[src/source/link_cfg_pkg.sv]
// Sizing constants for the serial word link
// Word width, lane count and the index and counter widths derived from them

`default_nettype none

package link_cfg_pkg;

    ////////////////////////////////////////
    // Base sizes
    ////////////////////////////////////////

    // Bits per host word
    localparam int WORD_W = 16;

    // Serializer lanes between dispatcher and collector
    localparam int NUM_LANES = 4;

    ////////////////////////////////////////
    // Derived widths
    ////////////////////////////////////////

    // Round-robin pointer width
    // Lane count is a power of two, so the pointer wraps by itself
    localparam int LANE_IDX_W = $clog2(NUM_LANES);

    // Bit position counter inside one word
    localparam int BIT_CNT_W = $clog2(WORD_W);

endpackage

`default_nettype wire
[src/source/link_types_pkg.sv]
// Bundles passed between dispatcher, lanes and collector
// Lane load request and lane serial output

`default_nettype none

package link_types_pkg;

    ////////////////////////////////////////
    // Dispatcher to lane
    ////////////////////////////////////////

    // One-cycle load strobe with the word to send
    // Data only meaningful while load is high
    typedef struct packed {
        logic                            load;
        logic [link_cfg_pkg::WORD_W-1:0] data;
    } lane_load_t;

    ////////////////////////////////////////
    // Lane to collector
    ////////////////////////////////////////

    // Serial bit, MSB of the word first
    // Valid high for every bit of a word, low between words
    typedef struct packed {
        logic data;
        logic valid;
    } lane_ser_t;

endpackage

`default_nettype wire

[src/source/serial_link_top.sv]
// Top of the serial word link loopback
// Dispatcher, one serializer per lane and the collector

`timescale 1ns/1ns
`default_nettype none

module serial_link_top (
    input  logic                            i_clk,
    input  logic                            i_rstn,
    input  logic                            i_in_req,
    input  logic [link_cfg_pkg::WORD_W-1:0] i_in_word,
    output logic                            o_in_ack,
    output logic                            o_out_req,
    output logic [link_cfg_pkg::WORD_W-1:0] o_out_word,
    input  logic                            i_out_ack
);

    // Lane side wiring
    link_types_pkg::lane_load_t [link_cfg_pkg::NUM_LANES-1:0] lane_load;
    link_types_pkg::lane_ser_t  [link_cfg_pkg::NUM_LANES-1:0] lane_ser;
    logic [link_cfg_pkg::NUM_LANES-1:0]                       lane_busy;
    logic [link_cfg_pkg::NUM_LANES-1:0]                       lane_full;

    ////////////////////////////////////////
    // Input side
    ////////////////////////////////////////

    word_dispatcher u_dispatcher (
        .i_clk       (i_clk),
        .i_rstn      (i_rstn),
        .i_in_req    (i_in_req),
        .i_in_word   (i_in_word),
        .o_in_ack    (o_in_ack),
        .i_lane_busy (lane_busy),
        .i_lane_full (lane_full),
        .o_load      (lane_load)
    );

    // One serializer per lane
    for (genvar i = 0; i < link_cfg_pkg::NUM_LANES; i++) begin : g_lane
        lane_serializer u_lane (
            .i_clk  (i_clk),
            .i_rstn (i_rstn),
            .i_load (lane_load[i]),
            .o_ser  (lane_ser[i]),
            .o_busy (lane_busy[i])
        );
    end

    ////////////////////////////////////////
    // Output side
    ////////////////////////////////////////

    // Serial bits looped straight back into the collector
    word_collector u_collector (
        .i_clk       (i_clk),
        .i_rstn      (i_rstn),
        .i_ser       (lane_ser),
        .o_lane_full (lane_full),
        .o_out_req   (o_out_req),
        .o_out_word  (o_out_word),
        .i_out_ack   (i_out_ack)
    );

endmodule

`default_nettype wire

[src/source/word_collector.sv]
// Output side of the link
// Per-lane deserializers with holding registers and full flags
// In-order four-phase req/ack handshake back to the host

`timescale 1ns/1ns
`default_nettype none

module word_collector (
    input  logic                                                 i_clk,
    input  logic                                                 i_rstn,
    input  link_types_pkg::lane_ser_t [link_cfg_pkg::NUM_LANES-1:0] i_ser,
    output logic [link_cfg_pkg::NUM_LANES-1:0]                   o_lane_full,
    output logic                                                 o_out_req,
    output logic [link_cfg_pkg::WORD_W-1:0]                      o_out_word,
    input  logic                                                 i_out_ack
);

    // Output handshake states
    typedef enum logic [1:0] {
        OUT_IDLE = 2'd0,
        OUT_REQ  = 2'd1,
        OUT_DROP = 2'd2
    } out_state_t;

    // Per-lane deserializer state
    logic [link_cfg_pkg::WORD_W-2:0]    shift_q [link_cfg_pkg::NUM_LANES];
    logic [link_cfg_pkg::BIT_CNT_W-1:0] cnt_q   [link_cfg_pkg::NUM_LANES];
    logic [link_cfg_pkg::WORD_W-1:0]    hold_q  [link_cfg_pkg::NUM_LANES];
    logic [link_cfg_pkg::NUM_LANES-1:0] full_q;
    logic [link_cfg_pkg::NUM_LANES-1:0] full_clr;

    // Output side
    out_state_t                          state_q;
    logic [link_cfg_pkg::LANE_IDX_W-1:0] ptr_q;
    logic                                take;

    // Host ack empties the pointed holding register
    always_comb begin
        take              = (state_q == OUT_REQ) && i_out_ack;
        full_clr          = '0;
        full_clr[ptr_q]   = take;
    end

    ////////////////////////////////////////
    // Deserializers
    ////////////////////////////////////////

    // Bit count and full flags
    always_ff @(posedge i_clk) begin
        if (!i_rstn) begin
            cnt_q  <= '{default: '0};
            full_q <= '0;
        end else begin
            for (int i = 0; i < link_cfg_pkg::NUM_LANES; i++) begin
                if (i_ser[i].valid) begin
                    cnt_q[i] <= cnt_q[i] + 1'b1;
                end
                // Counter all ones marks the last bit of a word
                if (i_ser[i].valid && (&cnt_q[i])) begin
                    full_q[i] <= 1'b1;
                end else if (full_clr[i]) begin
                    full_q[i] <= 1'b0;
                end
            end
        end
    end

    // Shift in on valid, last bit goes straight into the holding register
    always_ff @(posedge i_clk) begin
        for (int i = 0; i < link_cfg_pkg::NUM_LANES; i++) begin
            if (i_ser[i].valid) begin
                shift_q[i] <= {shift_q[i][link_cfg_pkg::WORD_W-3:0], i_ser[i].data};
                if (&cnt_q[i]) begin
                    hold_q[i] <= {shift_q[i], i_ser[i].data};
                end
            end
        end
    end

    ////////////////////////////////////////
    // Output handshake
    ////////////////////////////////////////

    always_ff @(posedge i_clk) begin
        if (!i_rstn) begin
            state_q <= OUT_IDLE;
            ptr_q   <= '0;
        end else begin
            case (state_q)
                // Wait for the word of the pointed lane
                OUT_IDLE: begin
                    if (full_q[ptr_q]) begin
                        state_q <= OUT_REQ;
                    end
                end
                OUT_REQ: begin
                    if (i_out_ack) begin
                        state_q <= OUT_DROP;
                    end
                end
                // Next lane only once ack is low again
                OUT_DROP: begin
                    if (!i_out_ack) begin
                        ptr_q   <= ptr_q + 1'b1;
                        state_q <= OUT_IDLE;
                    end
                end
                default: state_q <= OUT_IDLE;
            endcase
        end
    end

    assign o_out_req   = (state_q == OUT_REQ);
    // Holding register stays put while req is up
    assign o_out_word  = hold_q[ptr_q];
    assign o_lane_full = full_q;

    // A full lane is never loaded again, so no bits can land on it
    for (genvar g = 0; g < link_cfg_pkg::NUM_LANES; g++) begin : g_chk
        a_no_valid_when_full: assert property (@(posedge i_clk) disable iff (!i_rstn)
            i_ser[g].valid |-> !full_q[g]);
    end

endmodule

`default_nettype wire

[src/source/word_dispatcher.sv]
// Input side of the link
// Four-phase req/ack handshake with the host
// Round-robin loading of lanes that are neither busy nor full

`timescale 1ns/1ns
`default_nettype none

module word_dispatcher (
    input  logic                                                  i_clk,
    input  logic                                                  i_rstn,
    input  logic                                                  i_in_req,
    input  logic [link_cfg_pkg::WORD_W-1:0]                       i_in_word,
    output logic                                                  o_in_ack,
    input  logic [link_cfg_pkg::NUM_LANES-1:0]                    i_lane_busy,
    input  logic [link_cfg_pkg::NUM_LANES-1:0]                    i_lane_full,
    output link_types_pkg::lane_load_t [link_cfg_pkg::NUM_LANES-1:0] o_load
);

    // Handshake states
    typedef enum logic {
        IN_IDLE = 1'b0,
        IN_ACK  = 1'b1
    } in_state_t;

    in_state_t                           state_q;
    logic [link_cfg_pkg::LANE_IDX_W-1:0] ptr_q;
    logic [link_cfg_pkg::NUM_LANES-1:0]  strobe_q;
    logic [link_cfg_pkg::WORD_W-1:0]     word_q;
    logic                                accept;

    // Word taken when req is up and the pointed lane can take it
    always_comb begin
        accept = (state_q == IN_IDLE) && i_in_req &&
                 !i_lane_busy[ptr_q] && !i_lane_full[ptr_q];
    end

    ////////////////////////////////////////
    // Handshake and pointer
    ////////////////////////////////////////

    always_ff @(posedge i_clk) begin
        if (!i_rstn) begin
            state_q  <= IN_IDLE;
            ptr_q    <= '0;
            strobe_q <= '0;
        end else begin
            // Load strobes last a single cycle
            strobe_q <= '0;
            case (state_q)
                IN_IDLE: begin
                    if (accept) begin
                        strobe_q[ptr_q] <= 1'b1;
                        ptr_q           <= ptr_q + 1'b1;
                        state_q         <= IN_ACK;
                    end
                end
                IN_ACK: begin
                    // Drop ack one cycle after req seen low
                    if (!i_in_req) begin
                        state_q <= IN_IDLE;
                    end
                end
                default: state_q <= IN_IDLE;
            endcase
        end
    end

    // Word held alongside the strobe
    always_ff @(posedge i_clk) begin
        if (accept) begin
            word_q <= i_in_word;
        end
    end

    // Ack rises together with the load strobe
    assign o_in_ack = (state_q == IN_ACK);

    // Same word on every lane, only the strobe picks the lane
    always_comb begin
        for (int i = 0; i < link_cfg_pkg::NUM_LANES; i++) begin
            o_load[i].load = strobe_q[i];
            o_load[i].data = word_q;
        end
    end

    // Host raises a new req only while ack is low
    a_req_rises_with_ack_low: assert property (@(posedge i_clk) disable iff (!i_rstn)
        $rose(i_in_req) |-> !o_in_ack);

endmodule

`default_nettype wire

[src/source/lane_serializer.sv]
// Single serializer lane
// Two-state FSM, shift register and bit counter
// MSB-first serial output with valid strobe, busy flag for the dispatcher

`timescale 1ns/1ns
`default_nettype none

module lane_serializer (
    input  logic                       i_clk,
    input  logic                       i_rstn,
    input  link_types_pkg::lane_load_t i_load,
    output link_types_pkg::lane_ser_t  o_ser,
    output logic                       o_busy
);

    // Lane states
    typedef enum logic {
        LANE_IDLE = 1'b0,
        LANE_SEND = 1'b1
    } lane_state_t;

    lane_state_t                        state_q;
    lane_state_t                        state_d;
    logic [link_cfg_pkg::WORD_W-1:0]    shift_q;
    logic [link_cfg_pkg::BIT_CNT_W-1:0] cnt_q;
    logic                               valid_q;

    ////////////////////////////////////////
    // Control FSM
    ////////////////////////////////////////

    always_ff @(posedge i_clk) begin
        if (!i_rstn) begin
            state_q <= LANE_IDLE;
        end else begin
            state_q <= state_d;
        end
    end

    // Leave SEND once the counter reaches the last bit
    always_comb begin
        state_d = state_q;
        case (state_q)
            LANE_IDLE: begin
                if (i_load.load) begin
                    state_d = LANE_SEND;
                end
            end
            LANE_SEND: begin
                if (&cnt_q) begin
                    state_d = LANE_IDLE;
                end
            end
            default: state_d = LANE_IDLE;
        endcase
    end

    // Bit counter and valid strobe
    // First bit valid the cycle after load, 16 cycles in a row
    always_ff @(posedge i_clk) begin
        if (!i_rstn) begin
            cnt_q   <= '0;
            valid_q <= 1'b0;
        end else begin
            case (state_q)
                LANE_IDLE: begin
                    cnt_q   <= '0;
                    valid_q <= i_load.load;
                end
                LANE_SEND: begin
                    // Wraps back to zero after the last bit
                    cnt_q   <= cnt_q + 1'b1;
                    valid_q <= ~&cnt_q;
                end
                default: begin
                    cnt_q   <= '0;
                    valid_q <= 1'b0;
                end
            endcase
        end
    end

    ////////////////////////////////////////
    // Data path
    ////////////////////////////////////////

    // Capture on load, shift left while sending
    always_ff @(posedge i_clk) begin
        if (state_q == LANE_IDLE && i_load.load) begin
            shift_q <= i_load.data;
        end else if (state_q == LANE_SEND) begin
            shift_q <= {shift_q[link_cfg_pkg::WORD_W-2:0], 1'b0};
        end
    end

    // MSB is the bit on the line
    assign o_ser.data  = shift_q[link_cfg_pkg::WORD_W-1];
    assign o_ser.valid = valid_q;
    assign o_busy      = (state_q == LANE_SEND);

    // Dispatcher must wait for the lane to drain
    a_no_load_when_busy: assert property (@(posedge i_clk) disable iff (!i_rstn)
        i_load.load |-> !o_busy);

endmodule

`default_nettype wire

[config.mk]
export PLATFORM = sky130hd
export DESIGN_NAME = serial_link_top
export DESIGN_NICKNAME = d
export VERILOG_FILES = /design/src/source/link_cfg_pkg.sv /design/src/source/link_types_pkg.sv /design/src/source/serial_link_top.sv /design/src/source/word_collector.sv /design/src/source/word_dispatcher.sv /design/src/source/lane_serializer.sv
export SDC_FILE = /design/constraint.sdc
export NUM_CORES = 1
export LEC_CHECK = 0
export BUFFER_PORTS_ARGS = -buffer_cell sky130_fd_sc_hd__buf_2
export CAP_MARGIN = 20
export CORE_MARGIN = 1.5
export CORE_UTILIZATION = 45
export DETAILED_ROUTE_END_ITERATION = 16
export SKIP_CTS_REPAIR_TIMING = 1
export SLEW_MARGIN = 20
export SYNTH_ARGS = -nofsm -noshare
export SYNTH_HDL_FRONTEND = slang
export SYNTH_HIERARCHICAL = 1
export SYNTH_SLANG_ARGS = --single-unit
[constraint.sdc]
create_clock -name i_clk -period 2 [get_ports i_clk]
set_clock_uncertainty 0.05 [all_clocks]
set_input_delay 0.3 -clock i_clk [delete_from_list [all_inputs] [get_ports i_clk]]
set_output_delay 0.3 -clock i_clk [all_outputs]
set_load 0.005 [all_outputs]
==> results of run 1 <==
per-stage QoR:
stage	power (mW)	cell area (um^2)	std cells	worst slack [ps]
floorplan	6.409	10260	577	5.369
global placement	6.413	10320	843	305.0
detailed placement	6.429	10320	843	249.8
CTS	11.29	11180	891	-228.4
global route	11.57	11380	909	-141.6
finish	11.18	11380	909	-76.90
layout make-up:
type,instances,area share
Clock buffer,31,0.06069
Multi-Input combinational cell,238,0.2104
Inverter,10,0.003298
Sequential cell,257,0.6319
Timing Repair Buffer,71,0.04738
Tap cell,285,0.03133
Clock inverter,17,0.01495
layout by cell type, fill, tap and decap left out, types with 3 or more instances in the layout:
cell type	count
and3_2	7
ha_1	16
nand2b_4	4
nand4_1	8
buf_4	13
xnor2_1	13
and3_1	6
nand3_1	8
clkinv_2	5
clkinv_1	4
edfxtp_1	204
bufinv_16	3
nor2b_1	7
a21boi_0	4
xor2_1	5
inv_1	10
o21a_1	4
nand3b_1	4
and2_1	14
dlygate4sd3_1	17
or2_2	4
mux2_2	25
clkinvlp_4	3
mux4_2	18
clkbuf_1	4
clkbuf_16	28
nor2_1	19
dfxtp_1	51
mux2i_1	10
nand2_1	11
mux2_4	36
buf_2	36
cells by family after synthesis:
group / count (synthesis)
and+or+nand+nor: 100
AOI/OAI and AO/OA: 15
buffers and inverters: 82
adders and majority gates: 16
muxes: 89
xor gates and xnor gates: 18
DFF: 257
state kept, by name, indices dropped and copies added, names as in the netlist, named ones only:
signal,flops
u_collector/o_lane_full,4
u_dispatcher/strobe_q,4
u_collector/cnt_q,16
u_collector/shift_q,60
g_lane.u_lane/cnt_q,16
u_collector/hold_q,64
g_lane.u_lane/o_busy,4
u_dispatcher/o_in_ack,1
u_dispatcher/word_q,16
u_collector/ptr_q,2
u_collector/state_q,2
g_lane.u_lane/shift_q,64
u_dispatcher/ptr_q,2
power groups by stage:
stage          combinational (mW)  clock [mW]  sequential, mW
4_1_cts                     0.347        4.97            5.97
5_1_grt                     0.400        5.19            5.98
3_5_place_dp                0.343           0            6.09
3_3_place_gp                0.332           0            6.08
2_1_floorplan               0.351           0            6.06
6_report                    0.365        4.84            5.97
final timing paths:
check / from / to / slack (ps) / cells past startpoint
max reg2reg: u_dispatcher/ptr_q[1]$_SDFFE_PN0P_ / u_dispatcher/strobe_q[0]$_SDFF_PP0_ / 210 / 3
max: register / o_out_word[0] / -80 / 3
min reg2reg: u_collector/shift_q[2][14]$_DFFE_PP_ / u_collector/hold_q[2][15]$_DFFE_PP_ / 370 / 0
min: i_out_ack / u_collector/state_q[1]$_SDFFE_PN0P_ / 30 / 2
critical path, stage by stage, from the launching register on:
cell and delay (ps):
dfxtp_4 390, buf_8 130, mux4_2 550, buf_6 140
metal layers:
metal  share of wire  wire length [um]
met5               0                 0
met4           0.019               327
met3           0.033               558
met2            0.50              8388
met1            0.45              7646
==> results.toml, run 1 <==
[min_path]
hold_class = "input port to register"

[pwr]
leakagePower_nw = 4.133
pwr-share-comb = 0.033
p_switching_mw = 2.241
p_sw_frac = 0.2005
powerDensity_mw_per_mm2 = 982.3
intPower_mw = 8.938
p_clk_frac = 0.433
sequentialPowerShare = 0.534
peakVddDrop_uv = 547.2

[floorplanning]
num_rows = 55
start_util = 0.4559
die_area_mm2 = 0.02371
die_w_um = 154.0
io_pins = 38
die_y_um = 154.0
core_mm2 = 0.02250

[global_routing]
grt_overflow_total = 0
grtUsageMet2 = 0.2579
use_met1 = 0.1897
met3_usage = 0.02649
grt_max_degree = 31
grt_use_total = 0.1471
grt-busiest-layer = "met2"
grt_pass1_vias = 4931
grt_pass1_wl_mm = 27.30
antenna_found_initial = 0

[detailed_routing]
drtIter0Drc = 230
routed_wl_mm = 16.92
vias = 4612
drc = 0
wl_per_cell_um = 18.61
drt.antenna.violating_nets = 0
via_per_inst = 5.074
drt_first_pass_iters = 4

[yosys]
ys.flop_type = "edfxtp_1"
syn_nets = 613
synth-compound-area-share = 0.01073
synth_edf_count = 204
yosysMostFrequentCell = "edfxtp_1"
syn_inst = 577
syn_avg_cell_area_um2 = 17.78
synth_fa_ha_area_frac = 0.01951
synth_area_leaders = "edfxtp_1 (60%), dfxtp_1 (10%), mux2_4 (5.3%)"
seq_area_frac_synth = 0.7006
synth_mux_area_frac = 0.1316
yosys.area_share.xor_xnor = 0.01537
synth_largest_area_cell = "edfxtp_1"
synth_top_family_by_area = "multiplexers"
netlist_area_mm2 = 0.01026
synthSimpleGateAreaFrac = 0.05842
synth_top_area_frac = 0.5971
async_reset_ff_frac = 0
ys_top_cells_by_count = "edfxtp_1 (204), buf_4 (56), dfxtp_1 (53), mux2_4 (36), mux2_2 (25)"
yosysWarningCount = 6
ys_ff_latch = 257
synth.distinct_cells = 40

[sta]
fin_crit_sh = 1.038
tightest_slew_ps = 544.1
worst_slack_ps = -76.90
fin_crit_ps = 2077
relSlewSlack = 0.6373
setup_viol = 16
fin_setup_tns_ps = -492.9
drv_slew = 0
fmax_mhz = 481.5
timing.hold.ws_ps = 33.30
rsz0062_at_grt = "true"
hold_viol = 0

[clock_tree]
clkTransAtPathRegs_ps = 60
cts_htree_levels = 1
root_buffer = "clkbuf_16"
clk_latency_ps = 520
clk_path_buf_depth = 3
cts_sinks = 257
cts-buffers-inserted = 27
cts_tree = "done"

[critical_path]
worstPathArrival_ps = 1730
crit_path_max_fanout = 4
critPathLaunchType = "register"
crit_type = "register to output pin"
crit_required_ps = 1650
endpoint_kind = "output pin"

[final_layout]
drive_above_1_share = 0.3093
ff_latch_area_mm2 = 0.007192
multi_input_area_mm2 = 0.002395
diodes = 0
nets = 641
nFillCells = 1819
finish.utilization = 0.5058
syn2layout_area_growth_pct = 10.94

[outcome]
outcome = "finished with violations"
failed_checks = "setup timing"

[run]
drv_cap = 0

[place]
place_hpwl_mm = 10.21
portBuffers = 37
gp_congestion = 0.7833
Power figures use the tool's default switching activity.
==> inputs of run 2 (changes only) <==
Settings changed: CORE_UTILIZATION 45 to 55, MAX_ROUTING_LAYER set to met4, PLACE_DENSITY set to 0.72.
Clock period 2 ns to 2.5 ns, I/O delays scaled along.
==> run 2 against run 1 <==
  * The flow finishes with violations (DRC)
  * Critical path depth unchanged
  * Count of clock-buffer cells in the layout down 1
  * Combinational power down 23%
  * Final cell count down 7.3%
  * Register-to-register slack better by 500 ps
  * Utilization up 11 points
==> results.toml, run 2 (synthesis gave the netlist of run 1 again) <==
[critical_path]
reg2reg_depth = 3
critPathLaunchType = "register"
crit_required_ps = 2080
r2r-start = "u_dispatcher/ptr_q[1]$_SDFFE_PN0P_"
worstPathArrival_ps = 1900
crit_type = "register to output pin"
endpoint_kind = "output pin"
crit_path_max_fanout = 16
timing.rr.end = "u_dispatcher/strobe_q[0]$_SDFF_PP0_"
rrSetupSlack_ps = 710

[final_layout]
multi_input_area_mm2 = 0.002417
final_common_cell = "edfxtp_1"
syn2layout_area_growth_pct = 8.916
finish.utilization = 0.6157
final_cell_mix = "edfxtp_1 (204), dfxtp_1 (53), buf_2 (37)"
top_regs = "g_lane.u_lane/shift_q (64), u_collector/hold_q (64), u_collector/shift_q (60)"
ff_latch_area_mm2 = 0.007187
diodes = 0
drive_above_1_share = 0.2932
nets = 632
nFillCells = 1299
finalInstanceArea_mm2 = 0.01117

[outcome]
failed_checks = "DRC"
outcome = "finished with violations"

[sta]
fin_crit_ps = 2321
fin_setup_tns_ps = 0
rsz0062_at_grt = "false"
hold_viol = 0
drv_slew = 0
fmax_mhz = 430.8
fin_crit_sh = 0.9286
tightest_slew_ps = 748.8
relSlewSlack = 0.5008
setup_viol = 0

[clock_tree]
clk_latency_ps = 520
cts_tree = "done"
cts-buffers-inserted = 25
root_buffer = "clkbuf_16"
cts_htree_levels = 1
clk_path_buf_depth = 3
clkTransAtPathRegs_ps = 60
cts_sinks = 257

[global_routing]
grt_use_total = 0.1755
grt_overflow_total = 0
grt-busiest-layer = "met2"
grt_pass1_vias = 4712
grt_max_degree = 53
use_met1 = 0.2276
grt_pass1_wl_mm = 25.76
met3_usage = 0.03338
grtUsageMet2 = 0.2899
antenna_found_initial = 0

[detailed_routing]
drc = 7
drt.antenna.violating_nets = 0
drt_first_pass_iters = 10
drtIter0Drc = 292
vias = 4538
wl_per_cell_um = 19.30
via_per_inst = 5.383
routed_wl_mm = 16.27

[pwr]
total_power_mw = 8.792
peakVddDrop_uv = 554.5
powerDensity_mw_per_mm2 = 786.9
leakagePower_nw = 4.094

[place]
portBuffers = 37
gp_congestion = 0.7753
post_dp_cell_area_mm2 = 0.01020
place_hpwl_mm = 10.13

[min_path]
min_path_cells = 2
holdPathEnd = "u_dispatcher/o_in_ack$_SDFF_PN0_"
min_from = "i_in_req"
hold_class = "input port to register"

[floorplanning]
die_y_um = 139.6
start_util = 0.5653
die_w_um = 139.6
die_area_mm2 = 0.01948
num_rows = 49
core_mm2 = 0.01815
io_pins = 38

[run]
drv_cap = 0
-- run 2: cell types whose count changed in the layout (fill, tap and decap cells not counted), moves of 2 or more --
cell	change
mux4_1	+6
mux4_2	-6
clkinv_2	+4
clkbuf_16	-3
clkinv_1	-3
clkinvlp_4	-3
buf_12	-2
buf_4	-2
clkbuf_8	+2
dfxtp_1	+2
-- run 2: layer usage --
layer	share of wire	vias to the layer above	wire, um
li1	-	2135	-
met1	0.44	2288	7182
met2	0.50	88	8104
met3	0.044	27	715
met4	0.017	0	270
met5	0	-	0
-- run 2: how the worst max path moves through the flow --
| stage | from | endpoint | slack [ps] | cells after the start |
|---|---|---|---|---|
| final | register | o_out_word[5] | 180 | 3 |
| after global routing | register | o_out_word[5] | 80 | 3 |
| after CTS | register | o_out_word[5] | 130 | 3 |
| after detailed placement | register | o_out_word[5] | 690 | 3 |
| after global placement | register | o_out_word[4] | 740 | 3 |
| after floorplan | g_lane[0].u_lane/o_busy$_SDFF_PN0_ | u_collector/hold_q[0][0]$_DFFE_PP_ | 510 | 3 |
-- run 2: cell type report --
cell class | instances | share of cell area
clock buffers | 30 | 0.05946
clock inverters | 15 | 0.01366
well taps | 229 | 0.02564
multi-input cells | 238 | 0.2163
flip-flops and latches | 257 | 0.6432
repair buffers | 64 | 0.03830
inverters | 10 | 0.003359
-- run 2: report_power, final --
| group | total [mW] | switching (mW) | internal (mW) |
|---|---|---|---|
| Clock | 3.73 | 1.53 | 2.20 |
| Combinational | 0.282 | 0.143 | 0.139 |
| Sequential | 4.78 | 0.0658 | 4.72 |
| Total | 8.79 | 1.73 | 7.06 |
-- run 2: worst max-delay path, cell delays in order, from the launching register on --
cell and delay [ps]:
dfxtp_1 310, buf_4 310, mux4_1 600, buf_2 140
-- run 2: stage by stage --
step           setup WS, ps  std cells  hold WS, ps
2_1_floorplan         505.4        577        350.3
3_3_place_gp          738.9        782        354.8
3_5_place_dp          694.4        782        365.3
4_1_cts               128.7        827       -41.57
5_1_grt               83.30        843        48.46
6_report              178.6        843        48.46
